$ cat src/verilog/conv_consts.svh
`ifndef CONV_CONSTS_SVH
`define CONV_CONSTS_SVH

// Tap storage geometry
`define CONV_TAPS  16
`define CONV_LANES 4
`define CONV_SLOTS 4

`define CONV_WIDTH 32

// Register map, one word per register
`define CONV_ADDR_BITS   8
`define CONV_ADDR_FILTER 8'h00
`define CONV_ADDR_DATA   8'h04
`define CONV_ADDR_CTRL   8'h08
`define CONV_ADDR_STATUS 8'h0C
`define CONV_ADDR_RESULT 8'h10

`endif
$ cat src/verilog/conv_pkg.sv
`include "conv_consts.svh"

package conv_pkg;

    typedef logic [`CONV_WIDTH-1:0] word_t;
    typedef logic [$clog2(`CONV_SLOTS)-1:0] slot_t;
    typedef logic [`CONV_LANES-1:0] lane_mask_t;
    typedef logic [$clog2(`CONV_TAPS+1)-1:0] count_t;  // Holds 0 to 16

    // Bit positions inside the CTRL word
    typedef enum logic [1:0] {
        CLR_FILTER = 2'd0,
        CLR_DATA   = 2'd1,
        RUN        = 2'd2
    } ctrl_bit_e;

    // STATUS word, ready in bit 0
    typedef struct packed {
        logic [`CONV_WIDTH-3:0] rsvd;
        logic                   pending;
        logic                   ready;
    } status_t;

endpackage

$ cat src/verilog/tap_loader.sv
`timescale 1ns/1ps
`include "conv_consts.svh"

module tap_loader
    import conv_pkg::*;
(
    input  logic       clk_i,
    input  logic       rst_i,
    input  logic       load_filter_i,
    input  logic       load_data_i,
    input  logic       clear_filter_i,
    input  logic       clear_data_i,
    input  word_t      word_i,
    output lane_mask_t filter_we_o,
    output lane_mask_t data_we_o,
    output slot_t      slot_o,
    output word_t      lane_word_o,
    output logic       filter_full_o,
    output logic       data_full_o
);

    localparam int LANE_BITS = $clog2(`CONV_LANES);
    localparam int SLOT_BITS = $clog2(`CONV_SLOTS);

    count_t     filter_count_q;
    count_t     data_count_q;
    count_t     load_count;
    lane_mask_t lane_sel;

    // Only one kind of load can arrive per cycle
    assign load_count = load_filter_i ? filter_count_q : data_count_q;
    assign lane_sel   = lane_mask_t'(1'b1) << load_count[LANE_BITS-1:0];  // Index mod 4

    assign filter_full_o = (filter_count_q == count_t'(`CONV_TAPS));
    assign data_full_o   = (data_count_q == count_t'(`CONV_TAPS));

    always_ff @(posedge clk_i) begin
        if (rst_i || clear_filter_i) begin
            filter_count_q <= '0;
        end else if (load_filter_i) begin
            filter_count_q <= filter_count_q + 1'b1;
        end
    end

    always_ff @(posedge clk_i) begin
        if (rst_i || clear_data_i) begin
            data_count_q <= '0;
        end else if (load_data_i) begin
            data_count_q <= data_count_q + 1'b1;
        end
    end

    always_ff @(posedge clk_i) begin
        if (rst_i) begin
            filter_we_o <= '0;
            data_we_o   <= '0;
        end else begin
            filter_we_o <= load_filter_i ? lane_sel : '0;
            data_we_o   <= load_data_i ? lane_sel : '0;
        end
    end

    always_ff @(posedge clk_i) begin
        if (load_filter_i || load_data_i) begin
            slot_o      <= load_count[LANE_BITS +: SLOT_BITS];  // Index div 4
            lane_word_o <= word_i;
        end
    end

    // The slave must refuse loads once a kind is full
    assert property (@(posedge clk_i) disable iff (rst_i)
        (filter_count_q <= count_t'(`CONV_TAPS)) && (data_count_q <= count_t'(`CONV_TAPS)))
        else $error("tap count beyond %0d", `CONV_TAPS);

endmodule

$ cat config.mk
export PLATFORM = sky130hd
export DESIGN_NAME = tap_loader
export DESIGN_NICKNAME = d
export VERILOG_FILES = /design/src/verilog/conv_pkg.sv /design/src/verilog/tap_loader.sv
export VERILOG_INCLUDE_DIRS = /design/src /design/src/verilog
export SDC_FILE = /design/constraint.sdc
export NUM_CORES = 1
export LEC_CHECK = 0
export BUFFER_PORTS_ARGS = -buffer_cell sky130_fd_sc_hd__buf_2
export CAP_MARGIN = 10
export CORE_MARGIN = 2
export CORE_UTILIZATION = 30
export DETAILED_ROUTE_END_ITERATION = 7
export GPL_TIMING_DRIVEN = 0
export PLACE_DENSITY_LB_ADDON = 0.25
export SLEW_MARGIN = 10
export SYNTH_ARGS = -nofsm -noshare
export SYNTH_HDL_FRONTEND = slang
export SYNTH_SLANG_ARGS = --single-unit
export TNS_END_PERCENT = 5
$ cat constraint.sdc
create_clock -name clk_i -period 1.35 [get_ports clk_i]
set_clock_uncertainty 0.2 [all_clocks]
set_input_delay 0.135 -clock clk_i [delete_from_list [all_inputs] [get_ports clk_i]]
set_output_delay 0.135 -clock clk_i [all_outputs]
set_load 0.01 [all_outputs]
* Word level (Yosys, flattened, before mapping)
Index checks and enable logic that the tools add are counted.
** Storage, ports and cells
- Bits in registers :: 52
- Bits in latches :: 0
- RAM bits :: 0
- Memory bits (read-only) :: 0
- Input bits :: 38
- Output and inout port bits :: 44
- Word-level logic and storage cells :: 19
- Memories :: 0
** Operators by class
- $add $sub $neg :: 2
- Multiply operators :: 0
- Divide/modulo/power cells :: 0
- $lt $le $gt $ge :: 0
- Equal/unequal tests :: 2
- Shifts and indexed selects :: 1
- Multiplexer cells :: 1
- Bitwise logic cells :: 2
- Reductions and logical operators :: 5
** Operator list (count)
- $add A5 B1 Y5 const B :: 2
- $eq A5 B5 Y1 const B :: 2
- $mux W4 :: 1
- $reduce_or A2 Y1 :: 2
- $shl A1 B2 Y4 const A :: 1
- $logic_or A1 B1 Y1 :: 3
- $not A1 Y1 :: 2

* Depth between registers and ports, before layout
Gate-level depths: netlist of the first run.
- Depth after elaboration :: 2
- Gate-level depth with buffers :: 5
- Mapped depth without buffers :: 4

* Least setup slack after synthesis of the first run
OpenSTA, ideal clock, no wires.
- Path kind :: input port to flip-flop
- From :: input load_filter_i
- To :: register lane_word_o[0] (enable)
- Library setup time :: 0.376 ns
- Data arrival time :: 0.920 ns
- Required time :: 0.774 ns
- Path slack :: -0.146 ns
- Stages :: 3
- Path buffers :: 2
- Path through :: buf_6 buf_2 or2_2
** Between the ends
- Cells in the longest elaborated chain, start to end :: 1
** RTL lines
- start: declaration :: RTL line tap_loader.sv:9 : input logic load_filter_i,
- $logic_or A1 B1 Y1 :: RTL line tap_loader.sv:64 : if (load_filter_i || load_data_i) begin
- end signal: assignment :: RTL line tap_loader.sv:66 : lane_word_o <= word_i;
- end: declaration :: RTL line tap_loader.sv:17 : output word_t lane_word_o,
Every way passes these cells.
A chain may end at the register's enable or synchronous reset.

* Worst setup path in the final report of the first run
- From :: register filter_count_q[1]
- To :: output filter_full_o
** Between the ends
- Cells in the longest elaborated chain, start to end :: 1
** RTL lines
- start: declaration :: RTL line tap_loader.sv:25 : count_t filter_count_q;
- start signal: assignment :: RTL line tap_loader.sv:41 : filter_count_q <= filter_count_q + 1'b1;
- $eq A5 B5 Y1 :: RTL line tap_loader.sv:34 : assign filter_full_o = (filter_count_q == count_t'(`CONV_TAPS));
- end: declaration :: RTL line tap_loader.sv:18 : output logic filter_full_o,
Every way passes these cells.

==> metrics.md, run 1 <==
| Metric | Value |
|---|---|
| Crit path cell chain | buf_6, inv_4, ha_4, nor4bb_4, buf_2 |
| Nets | between 200 and 300 |
| Cells after synthesis | between 100 and 150 |
| Sequential share of the synthesized area | 0.736 |
| Critical Path RT | 1.01 ns |
| Final WS setup | -0.233 ns |
| Total clock sinks | 52 |
| Detailed Routing Iterations Pass 1 | 2 |
| Initial DRC count | 27 |
| Commonest cells after routing, fill and taps aside | 82 x buf_2, 39 x dlygate4sd3_1, 34 x edfxtp_1 |
| Largest net degree at the start of global routing | 35 |
| Pins Over Slew Limit | 0 |
| Die H | 83.1 µm |
| Status | complete, but fails checks |
| Worst r2r src | filter_count_q[0]$_SDFFE_PP0P_ |
| Final ANT Viol Nets | 0 |
| Vias in the first global route | ~1400 |
| Commonest non-fill, non-tap cell in the layout | buf_2 |
| Row count | 28 |
| Io pins | just over 80 |
| MaxCap Viol Count | 0 |
| Tmin final | approximately 1.6 ns |
| Gr ovfl total | 0 |
| ANT cells | 0 |
| CP Capture Type | primary output |
| Async SR Flop Fraction | 0 |
| CP startpoint | filter_count_q[1]$_SDFFE_PP0P_ |
| Setup-failing EPs final | 4 |
| Max frequency | around 630 MHz |
| Crit path max-delay family | flip-flops |
| R2R cell count | 4 |
| CTS Root Cell | clkbuf_8 |
| HPWL after detailed placement | 2560 µm |
| CTS tree | yes |
| CP Launch Type | register |
| Core area | between 0.005 and 0.006 mm² |
| Clk slew on worst S/H paths | 0.09 ns |
| Clock latency on the worst-skew pair | a little under 0.3 ns |
| Max stage delay on crit path | 0.34 ns |
| # port buffers | a little under 80 |
| Yosys warns | 0 |
| Wire per inst | 13.1 µm |
| Placer Congestion | 0.717 |
| Worst R2R End | filter_count_q[4]$_SDFFE_PP0P_ |
| Period utilization | 1.17 |
| RSZ-0062 raised after global routing | yes |
| Total wire length | 4290 µm |
| DR vias/cell | between 4 and 5 |
| Synthesized area per cell | approximately 15 µm² |
| EDFF count, synth | 34 |
| Worst hold path class | in2reg |
| Share of layout cells above drive strength 1 | 0.474 |
| Htree depth | 2 |
| Final hold viol count | 0 |
| Die area | between 0.006 and 0.007 mm² |
| Fin cells | 328 |
| First-pass GRT wire length | approximately 6900 µm |
| Static Leak | 1.27 nW |
| Worst-path fanout max | 2 |
| Inserted Clock Buffers | 5 |
| Initial antenna violation count | 0 |
| Buffers & Inverters on Critical Path | 3 |
| Setup Slack @ Placement | -0.166 ns |
| Failing checks | negative setup slack |
| Pwr per Cell Area | 1080 mW/mm² |
| Worst setup path category | reg2out |
| Total GRT Usage | 0.124 |
| VDD IR-drop max | roughly 0.00051 V |
| Crit path DAT | roughly 1.3 ns |
| Critical path depth | 5 |
| Mapped Area | 0.00188 mm² |
| Layout area overhead | 60.8% |
| #FFs+latches synth | between 50 and 60 |
| Mapped Nets | ~160 |
| # DRC | 0 |
| Worst Setup EP | filter_full_o |
| Worst-Margin Slew | between 0.4 and 0.5 ns |
| Max transition margin | 0.700 |
| Synth Flop Type | edfxtp_1 |
| Chip width | roughly 83 µm |
| Slowest CP cell | dfxtp_2 |
| Netlist cell types | 23 |
| Clock buffer depth | 2 |
| R2r setup slk | -0.12 ns |
| Placed insts | between 200 and 300 |
| Starting Density | 0.313 |
| Vias | around 1400 |
==> kinds of logic (layout without fill, tap and decap cells) <==
kind of cell | Yosys count | after routing | share of synthesized area
fa+ha+maj | 4 | 4 | 0.0267
buf+inv | 9 | 140 | 0.0247
mux | 8 | 8 | 0.0467
simple gates | 39 | 39 | 0.131
compound gates | 9 | 9 | 0.0294
xor+xnor | 1 | 1 | 0.00467
flops | 52 | 52 | 0.736
==> registers in the layout (all words and copies together) (netlist names) <==
| name | count |
|---|---|
| filter_count_q | 5 |
| data_count_q | 5 |
| filter_we_o | 4 |
| lane_word_o | 32 |
| data_we_o | 4 |
| slot_o | 2 |
==> layer usage <==
metal  routed length, µm  global-route usage  vias up
met2                2160               0.217       58
met3                 256              0.0398        7
met1                1820               0.147      629
met5                   0                   0        -
met4                  44              0.0313        0
li1                    -                   -      704
==> layout make-up <==
type                    instances  area, µm²
well taps                      75       93.8
clock buffers                   5       68.8
plain buffers                   5       37.5
flip-flops and latches         52       1390
fillers                       534       2970
inverters                       4       20.0
repair buffers                123        836
multi-input cells              61        524
clock inverters                 3       42.5
==> worst min-delay path, cell delays in order <==
cell and delay [ns]:
buf_2 0.14, nand4_1 0.08, mux2_2 0.14
==> how the worst min path moves through the flow <==
stage | start | to | slack, ns | cells past startpoint
after floorplan | word_i[0] | lane_word_o[0]$_DFFE_PP_ | 0.03 | 0
after global routing | load_data_i | data_count_q[4]$_SDFFE_PP0P_ | 0.04 | 3
after CTS | load_data_i | data_count_q[3]$_SDFFE_PP0P_ | 0.02 | 3
after global placement | word_i[31] | lane_word_o[31]$_DFFE_PP_ | 0.11 | 1
final | load_data_i | data_count_q[3]$_SDFFE_PP0P_ | 0.03 | 3
after detailed placement | word_i[16] | lane_word_o[16]$_DFFE_PP_ | 0.11 | 1
==> synth_stat cells (4+ instances only) <==
| master | number | area, µm² |
|---|---|---|
| edfxtp_1 | 34 | 1020 |
| nor3_1 | 6 | 30.0 |
| nand3b_1 | 5 | 37.5 |
| nand4_1 | 4 | 25.0 |
| buf_2 | 4 | 20.0 |
| a21oi_1 | 7 | 35.0 |
| ha_1 | 4 | 50.1 |
| nor3b_1 | 4 | 30.0 |
| nor2_1 | 5 | 18.8 |
| mux2_2 | 6 | 67.6 |
| inv_1 | 4 | 15.0 |
| dfxtp_1 | 18 | 360 |
| nand2b_1 | 4 | 25.0 |
==> repair_timing <==
| action | 4_1_cts | 5_1_grt |
|---|---|---|
| pin swaps | 3 | 1 |
| gates resized for setup | 22 | 7 |
| endpoints found under the setup margin | 6 | 9 |
| hold endpoints to repair | 45 | 0 |
| hold buffers | 40 | 0 |
| buffers inserted | 4 | 0 |
==> through the flow <==
step	power, mW	hold WS, ns	TNS [ns]	utilization	area [µm²]
after floorplan	1.99	0.0339	-0.0417	-	1880
after global placement	2.15	0.112	-5.87	0.395	2370
after detailed placement	2.15	0.113	-5.87	0.395	2370
after CTS	3.30	0.0166	-0.715	0.498	2990
after global routing	3.40	0.0400	-0.848	0.504	3020
final	3.26	0.0298	-0.528	0.504	3020
==> power breakdown <==
part           internal (mW)  switching, mW  leakage [nW]  total [mW]
sequential              1.80         0.0224         0.497        1.82
clock                  0.549          0.491        0.0558        1.04
combinational          0.219          0.185         0.715       0.404
total                   2.57          0.699          1.27        3.26
Note: power is estimated with default switching activity, not from simulation.
==> run 2, diff against run 1 <==
Settings changed: CELL_PAD_IN_SITES_DETAIL_PLACEMENT set to 1, CELL_PAD_IN_SITES_GLOBAL_PLACEMENT set to 1.
==> metrics.md, run 2 (synthesis results as in run 1) <==
| Metric | Value |
|---|---|
| Status | complete, but fails checks (unchanged) |
| Failing checks | negative setup slack (unchanged) |
| R2R cell count | 4 (unchanged) |
| Top flop regs | lane_word_o x32, data_count_q x5, filter_count_q x5 (unchanged) |
| # fillers | 655 (was 534) |
| Die H | 83.1 µm (unchanged) |
| Setup TNS | -0.445 ns (was -0.528 ns) |
| Die area | 0.00690 mm² (unchanged) |
| Placer Congestion | 0.666 (was 0.717) |
| Critical Path RT | 1.01 ns (about the same) |
| Final WS setup | -0.229 ns (was -0.233 ns) |
| Static Leak | 1.25 nW (was 1.27 nW) |
| Placed cell area | 0.00237 mm² (unchanged) |
| Clk slew on worst S/H paths | 0.10 ns (was 0.09 ns) |
| Worst R2R End | data_count_q[4]$_SDFFE_PP0P_ (was filter_count_q[4]$_SDFFE_PP0P_) |
| DR vias/cell | 4.39 (was 4.26) |
| MaxCap Viol Count | 0 (unchanged) |
| Most flops, register | lane_word_o (unchanged) |
| Max transition margin | 0.680 (was 0.700) |
| Worst setup path category | reg2out (unchanged) |
| Initial antenna violation count | 0 (unchanged) |
| Finished Cell Area | 0.00299 mm² (was 0.00302 mm²) |
| Setup Slack @ Placement | -0.184 ns (was -0.166 ns) |
| Pins Over Slew Limit | 0 (unchanged) |
| Inserted Clock Buffers | 5 (unchanged) |
| First-pass GRT wire length | 7710 µm (was 6910 µm) |
| CTS tree | yes (unchanged) |
| Chip width | 83.1 µm (unchanged) |
| Commonest non-fill, non-tap cell in the layout | buf_2 (unchanged) |
| Wire per inst | 14.5 µm (was 13.1 µm) |
| Fin cells | 327 (was 328) |
| Setup-failing EPs final | 3 (was 4) |
| Commonest cells after routing, fill and taps aside | 82 x buf_2, 37 x dlygate4sd3_1, 34 x edfxtp_1 (was 82 x buf_2, 39 x dlygate4sd3_1, 34 x edfxtp_1) |
| CP Launch Type | register (unchanged) |
| # port buffers | 79 (unchanged) |
| Largest net degree at the start of global routing | 35 (unchanged) |
| Period utilization | 1.17 (about the same) |
| CP Capture Type | primary output (unchanged) |
| Tmin final | 1.58 ns (about the same) |
| CTS Root Cell | clkbuf_8 (unchanged) |
| Pwr per Cell Area | 1040 mW/mm² (was 1080 mW/mm²) |
| Io pins | 82 (unchanged) |
| Vias in the first global route | 1511 (was 1415) |
| Htree depth | 2 (unchanged) |
| Core area | 0.00599 mm² (unchanged) |
| Final Core Density | 0.499 (was 0.504) |
| Vias | 1437 (was 1398) |
| Row count | 28 (unchanged) |
| Largest register FFs | 32 (unchanged) |
| Worst-Margin Slew | 0.479 ns (was 0.450 ns) |
| Total clock sinks | 52 (unchanged) |
| Max frequency | 633 MHz (was 632 MHz) |
| Detailed Routing Iterations Pass 1 | 4 (was 2) |
| Worst r2r src | data_count_q[1]$_SDFFE_PP0P_ (was filter_count_q[0]$_SDFFE_PP0P_) |
| Crit path DAT | 1.24 ns (was 1.25 ns) |
| Total wire length | 4750 µm (was 4290 µm) |
| Clock latency on the worst-skew pair | 0.30 ns (was 0.29 ns) |
| R2r setup slk | -0.02 ns (was -0.12 ns) |
| WHS Path Cells | 3 (unchanged) |
| # DRC | 0 (unchanged) |
| Worst hold path class | in2reg (unchanged) |
| Hold path start | load_data_i (unchanged) |
| Starting Density | 0.313 (unchanged) |
| Gr ovfl total | 0 (unchanged) |
| Final ANT Viol Nets | 0 (unchanged) |
| Layout area overhead | 59.4% (was 60.8%) |
| Worst-path fanout max | 2 (unchanged) |
| Min-Delay Endpoint | data_count_q[0]$_SDFFE_PP0P_ (was data_count_q[3]$_SDFFE_PP0P_) |
| Initial DRC count | 34 (was 27) |
| Clock buffer depth | 2 (unchanged) |
| Placed insts | 276 (unchanged) |
| RSZ-0062 raised after global routing | yes (unchanged) |
| Total GRT Usage | 0.141 (was 0.124) |
| VDD IR-drop max | 0.000510 V (was 0.000506 V) |
| Nets | 293 (was 294) |
| ANT cells | 0 (unchanged) |
| Share of layout cells above drive strength 1 | 0.472 (was 0.474) |
| Final hold viol count | 0 (unchanged) |
| HPWL after detailed placement | 2830 µm (was 2560 µm) |
[run 2: cell types whose count changed in the layout (fill, tap and decap cells not counted), sizes merged]
| cell | before | now |
|---|---|---|
| bufinv | 1 | 0 |
| clkinv | 2 | 1 |
| clkinvlp | 0 | 2 |
| buf | 88 | 89 |
| dlygate4sd3 | 39 | 37 |
[run 2: how the worst max path moves through the flow]
stage / startpoint / to / cells after the start
after floorplan: filter_count_q[1]$_SDFFE_PP0P_ / filter_full_o / 4
after CTS: filter_count_q[1]$_SDFFE_PP0P_ / filter_full_o / 5
final: filter_count_q[1]$_SDFFE_PP0P_ / filter_full_o / 5
after detailed placement: load_filter_i / lane_word_o[12]$_DFFE_PP_ / 3
after global routing: filter_count_q[1]$_SDFFE_PP0P_ / filter_full_o / 5
after global placement: load_filter_i / lane_word_o[24]$_DFFE_PP_ / 3
[run 2: critical path, stage by stage, from the launching register on]
cell	delay, ns
dfxtp_2	0.33
buf_6	0.11
inv_4	0.04
ha_4	0.11
nor4bb_4	0.18
buf_2	0.17
[run 2: what timing repair did]
action	CTS	global route
hold buffers	38	0
endpoints found under the hold margin	45	0
setup endpoints to repair	5	9
pin swaps	4	2
setup buffers	5	0
resized for setup	22	7
[run 2: metal layers]
layer	GRT usage	vias to the layer above	wire, µm
li1	-	704	-
met1	0.170	672	2070
met2	0.249	56	2370
met3	0.0338	5	272
met4	0.0402	0	38
met5	0	-	0
[run 2: per-stage QoR]
step                power [mW]  hold WS (ns)
finish                    3.10       0.00865
global placement          2.15         0.112
floorplan                 1.99        0.0339
CTS                       3.12        0.0103
global route              3.22        0.0101
detailed placement        2.16         0.113
[run 2: power breakdown]
group | total (mW) | switching [mW] | internal [mW]
logic | 0.401 | 0.188 | 0.212
clock network | 0.875 | 0.516 | 0.359
registers | 1.83 | 0.0271 | 1.80
[run 2: final cells by class]
cell class,instances,area (µm²),area share
Sequential cell,52,1390,0.466
Inverter,4,17.5,0.00586
Multi-Input combinational cell,61,533,0.178
Timing Repair Buffer,122,827,0.277
Tap cell,75,93.8,0.0314
Clock buffer,5,68.8,0.0230
Buffer,5,37.5,0.0126
Clock inverter,3,18.8,0.00628
==> run 3, diff against run 2 <==
Settings changed: PLACE_DENSITY_LB_ADDON 0.25 to 0.1, SLEW_MARGIN 10 to not set.
==> metrics.md, run 3 (synthesis results as in run 1) <==
| Metric | Value |
|---|---|
| Slowest CP cell | dfxtp_2 (unchanged) |
| Finished Cell Area | 0.00298 mm² (was 0.00299 mm²) |
| Chip width | 83.1 µm (unchanged) |
| Buffers & Inverters on Critical Path | 3 (unchanged) |
| Row count | 28 (unchanged) |
| Final hold viol count | 0 (unchanged) |
| Htree depth | 2 (unchanged) |
| Total wire length | 5070 µm (was 4750 µm) |
| Starting Density | 0.313 (unchanged) |
| Io pins | 82 (unchanged) |
| Initial antenna violation count | 0 (unchanged) |
| Clock buffer depth | 2 (unchanged) |
| Period utilization | 1.17 (about the same) |
| Vias in the first global route | 1598 (was 1511) |
| Crit path max-delay family | flip-flops (unchanged) |
| # DRC | 0 (unchanged) |
| Initial DRC count | 51 (was 34) |
| Final ANT Viol Nets | 0 (unchanged) |
| R2R cell count | 4 (unchanged) |
| Pins Over Slew Limit | 0 (unchanged) |
| Max stage delay on crit path | 0.33 ns (about the same) |
| Die area | 0.00690 mm² (unchanged) |
| Detailed Routing Iterations Pass 1 | 4 (unchanged) |
| Max transition margin | 0.689 (was 0.680) |
| R2r setup slk | -0.03 ns (was -0.02 ns) |
| WHS Path Cells | 3 (unchanged) |
| CTS Root Cell | clkbuf_8 (unchanged) |
| Vias | 1456 (was 1437) |
| Crit path cell chain | buf_6, inv_4, ha_4, nor4bb_4, buf_2 (unchanged) |
| Hold path start | load_filter_i (was load_data_i) |
| Register share of total power | 0.587 (was 0.589) |
| Core area | 0.00599 mm² (unchanged) |
| MaxCap Viol Count | 0 (unchanged) |
| Setup-failing EPs final | 5 (was 3) |
| Commonest cells after routing, fill and taps aside | 82 x buf_2, 36 x dlygate4sd3_1, 34 x edfxtp_1 (was 82 x buf_2, 37 x dlygate4sd3_1, 34 x edfxtp_1) |
| Sw Pwr | 0.733 mW (was 0.731 mW) |
| Total clock sinks | 52 (unchanged) |
| Failing checks | negative setup slack (unchanged) |
| Worst-Margin Slew | 0.466 ns (was 0.479 ns) |
| Wire per inst | 15.5 µm (was 14.5 µm) |
| Nets | 292 (was 293) |
| CP Capture Type | primary output (unchanged) |
| Total GRT Usage | 0.153 (was 0.141) |
| Commonest non-fill, non-tap cell in the layout | buf_2 (unchanged) |
| Worst setup path category | reg2out (unchanged) |
| Pwr Total | 3.11 mW (was 3.10 mW) |
| Worst hold path class | in2reg (unchanged) |
| Clk slew on worst S/H paths | 0.09 ns (was 0.10 ns) |
| Die H | 83.1 µm (unchanged) |
| VDD IR-drop max | 0.000520 V (was 0.000510 V) |
| Layout area overhead | 58.7% (was 59.4%) |
| Worst r2r src | data_count_q[0]$_SDFFE_PP0P_ (was data_count_q[1]$_SDFFE_PP0P_) |
| Static Leak | 1.26 nW (was 1.25 nW) |
| CTS tree | yes (unchanged) |
| HPWL after detailed placement | 3190 µm (was 2830 µm) |
| Max frequency | 635 MHz (was 633 MHz) |
| Largest net degree at the start of global routing | 35 (unchanged) |
| Placer Congestion | 0.787 (was 0.666) |
| Gr ovfl total | 0 (unchanged) |
| Placed cell area | 0.00237 mm² (unchanged) |
| Crit path DAT | 1.24 ns (about the same) |
| CP Launch Type | register (unchanged) |
| Min-Delay Endpoint | filter_count_q[4]$_SDFFE_PP0P_ (was data_count_q[0]$_SDFFE_PP0P_) |
| ANT cells | 0 (unchanged) |
| Switching Fraction | 0.236 (about the same) |
| Status | complete, but fails checks (unchanged) |
| Internal power | 2.38 mW (was 2.37 mW) |
| Final WS setup | -0.225 ns (was -0.229 ns) |
| Worst R2R End | data_count_q[4]$_SDFFE_PP0P_ (unchanged) |
| First-pass GRT wire length | 8270 µm (was 7710 µm) |
| Setup TNS | -0.436 ns (was -0.445 ns) |
| Critical Path RT | 1.01 ns (about the same) |
| Pwr per Cell Area | 1050 mW/mm² (was 1040 mW/mm²) |
| # port buffers | 79 (unchanged) |
| Power share of the clock group | 0.284 (was 0.282) |
| DR vias/cell | 4.47 (was 4.39) |
| Clock latency on the worst-skew pair | 0.30 ns (about the same) |
| Most flops, register | lane_word_o (unchanged) |
| Largest register FFs | 32 (unchanged) |
| Share of layout cells above drive strength 1 | 0.478 (was 0.472) |
| Combinational power share | 0.129 (about the same) |
| RSZ-0062 raised after global routing | yes (unchanged) |
| Top flop regs | lane_word_o x32, data_count_q x5, filter_count_q x5 (unchanged) |
| Worst-path fanout max | 2 (unchanged) |
| Tmin final | 1.58 ns (about the same) |
| Inserted Clock Buffers | 5 (unchanged) |
run 3: changes by cell type in the layout (fill, tap and decap cells not counted), moves of 2 or more:
cell,delta
inv_1,-3
a21oi_1,+2
inv_2,+2
a21oi_2,-2
run 3: how the worst max path moves through the flow:
stage                     cells past startpoint                            from  slack (ns)                   endpoint
after floorplan                               4  filter_count_q[1]$_SDFFE_PP0P_       -0.04              filter_full_o
after global placement                        3                   load_filter_i       -0.14  lane_word_o[12]$_DFFE_PP_
after detailed placement                      3                   load_filter_i       -0.18  lane_word_o[19]$_DFFE_PP_
after CTS                                     5  filter_count_q[1]$_SDFFE_PP0P_       -0.26              filter_full_o
after global routing                          5  filter_count_q[1]$_SDFFE_PP0P_       -0.29              filter_full_o
final                                         5  filter_count_q[1]$_SDFFE_PP0P_       -0.23              filter_full_o
run 3: worst min-delay path, stage by stage:
cell,delay [ns]
buf_6,0.10
nand4_1,0.10
mux2_2,0.15
run 3: layout make-up:
cell class                      count  area (µm²)
Sequential cell                    52        1390
Inverter                            4        20.0
Clock buffer                        6        72.6
Fill cell                         634        3010
Buffer                              5        37.5
Multi-Input combinational cell     61         524
Clock inverter                      2        16.3
Tap cell                           75        93.8
Timing Repair Buffer              121         818
run 3: per-stage QoR:
| stage | hold slack [ns] | util | worst slack, ns | std cells |
|---|---|---|---|---|
| 4_1_cts | 0.00328 | 0.490 | -0.257 | 326 |
| 3_5_place_dp | 0.114 | 0.395 | -0.177 | 276 |
| 3_3_place_gp | 0.111 | 0.395 | -0.139 | 276 |
| 2_1_floorplan | 0.0339 | - | -0.0417 | 122 |
| 5_1_grt | 0.00757 | 0.497 | -0.292 | 326 |
| 6_report | 0.00932 | 0.497 | -0.225 | 326 |
run 3: power by group through the flow:
stage          logic (mW)  registers (mW)  clock network (mW)
6_report            0.401            1.83               0.884
4_1_cts             0.393            1.83               0.922
2_1_floorplan      0.0677            1.92                   0
3_5_place_dp        0.291            1.87                   0
5_1_grt             0.435            1.84               0.995
3_3_place_gp        0.284            1.86                   0
run 3: metal layers:
layer | routed length (µm) | GRT usage | part of all wire
met5 | 0 | 0 | 0
met4 | 73 | 0.0537 | 0.014
met3 | 272 | 0.0447 | 0.054
met2 | 2630 | 0.267 | 0.52
met1 | 2090 | 0.177 | 0.41
run 3: repair_timing:
item / 4_1_cts / 5_1_grt
hold endpoints to repair: 43 / 0
pin swaps: 3 / 1
setup buffers: 4 / 0
hold buffers: 38 / 0
setup endpoints to repair: 5 / 9
gates resized for setup: 21 / 10
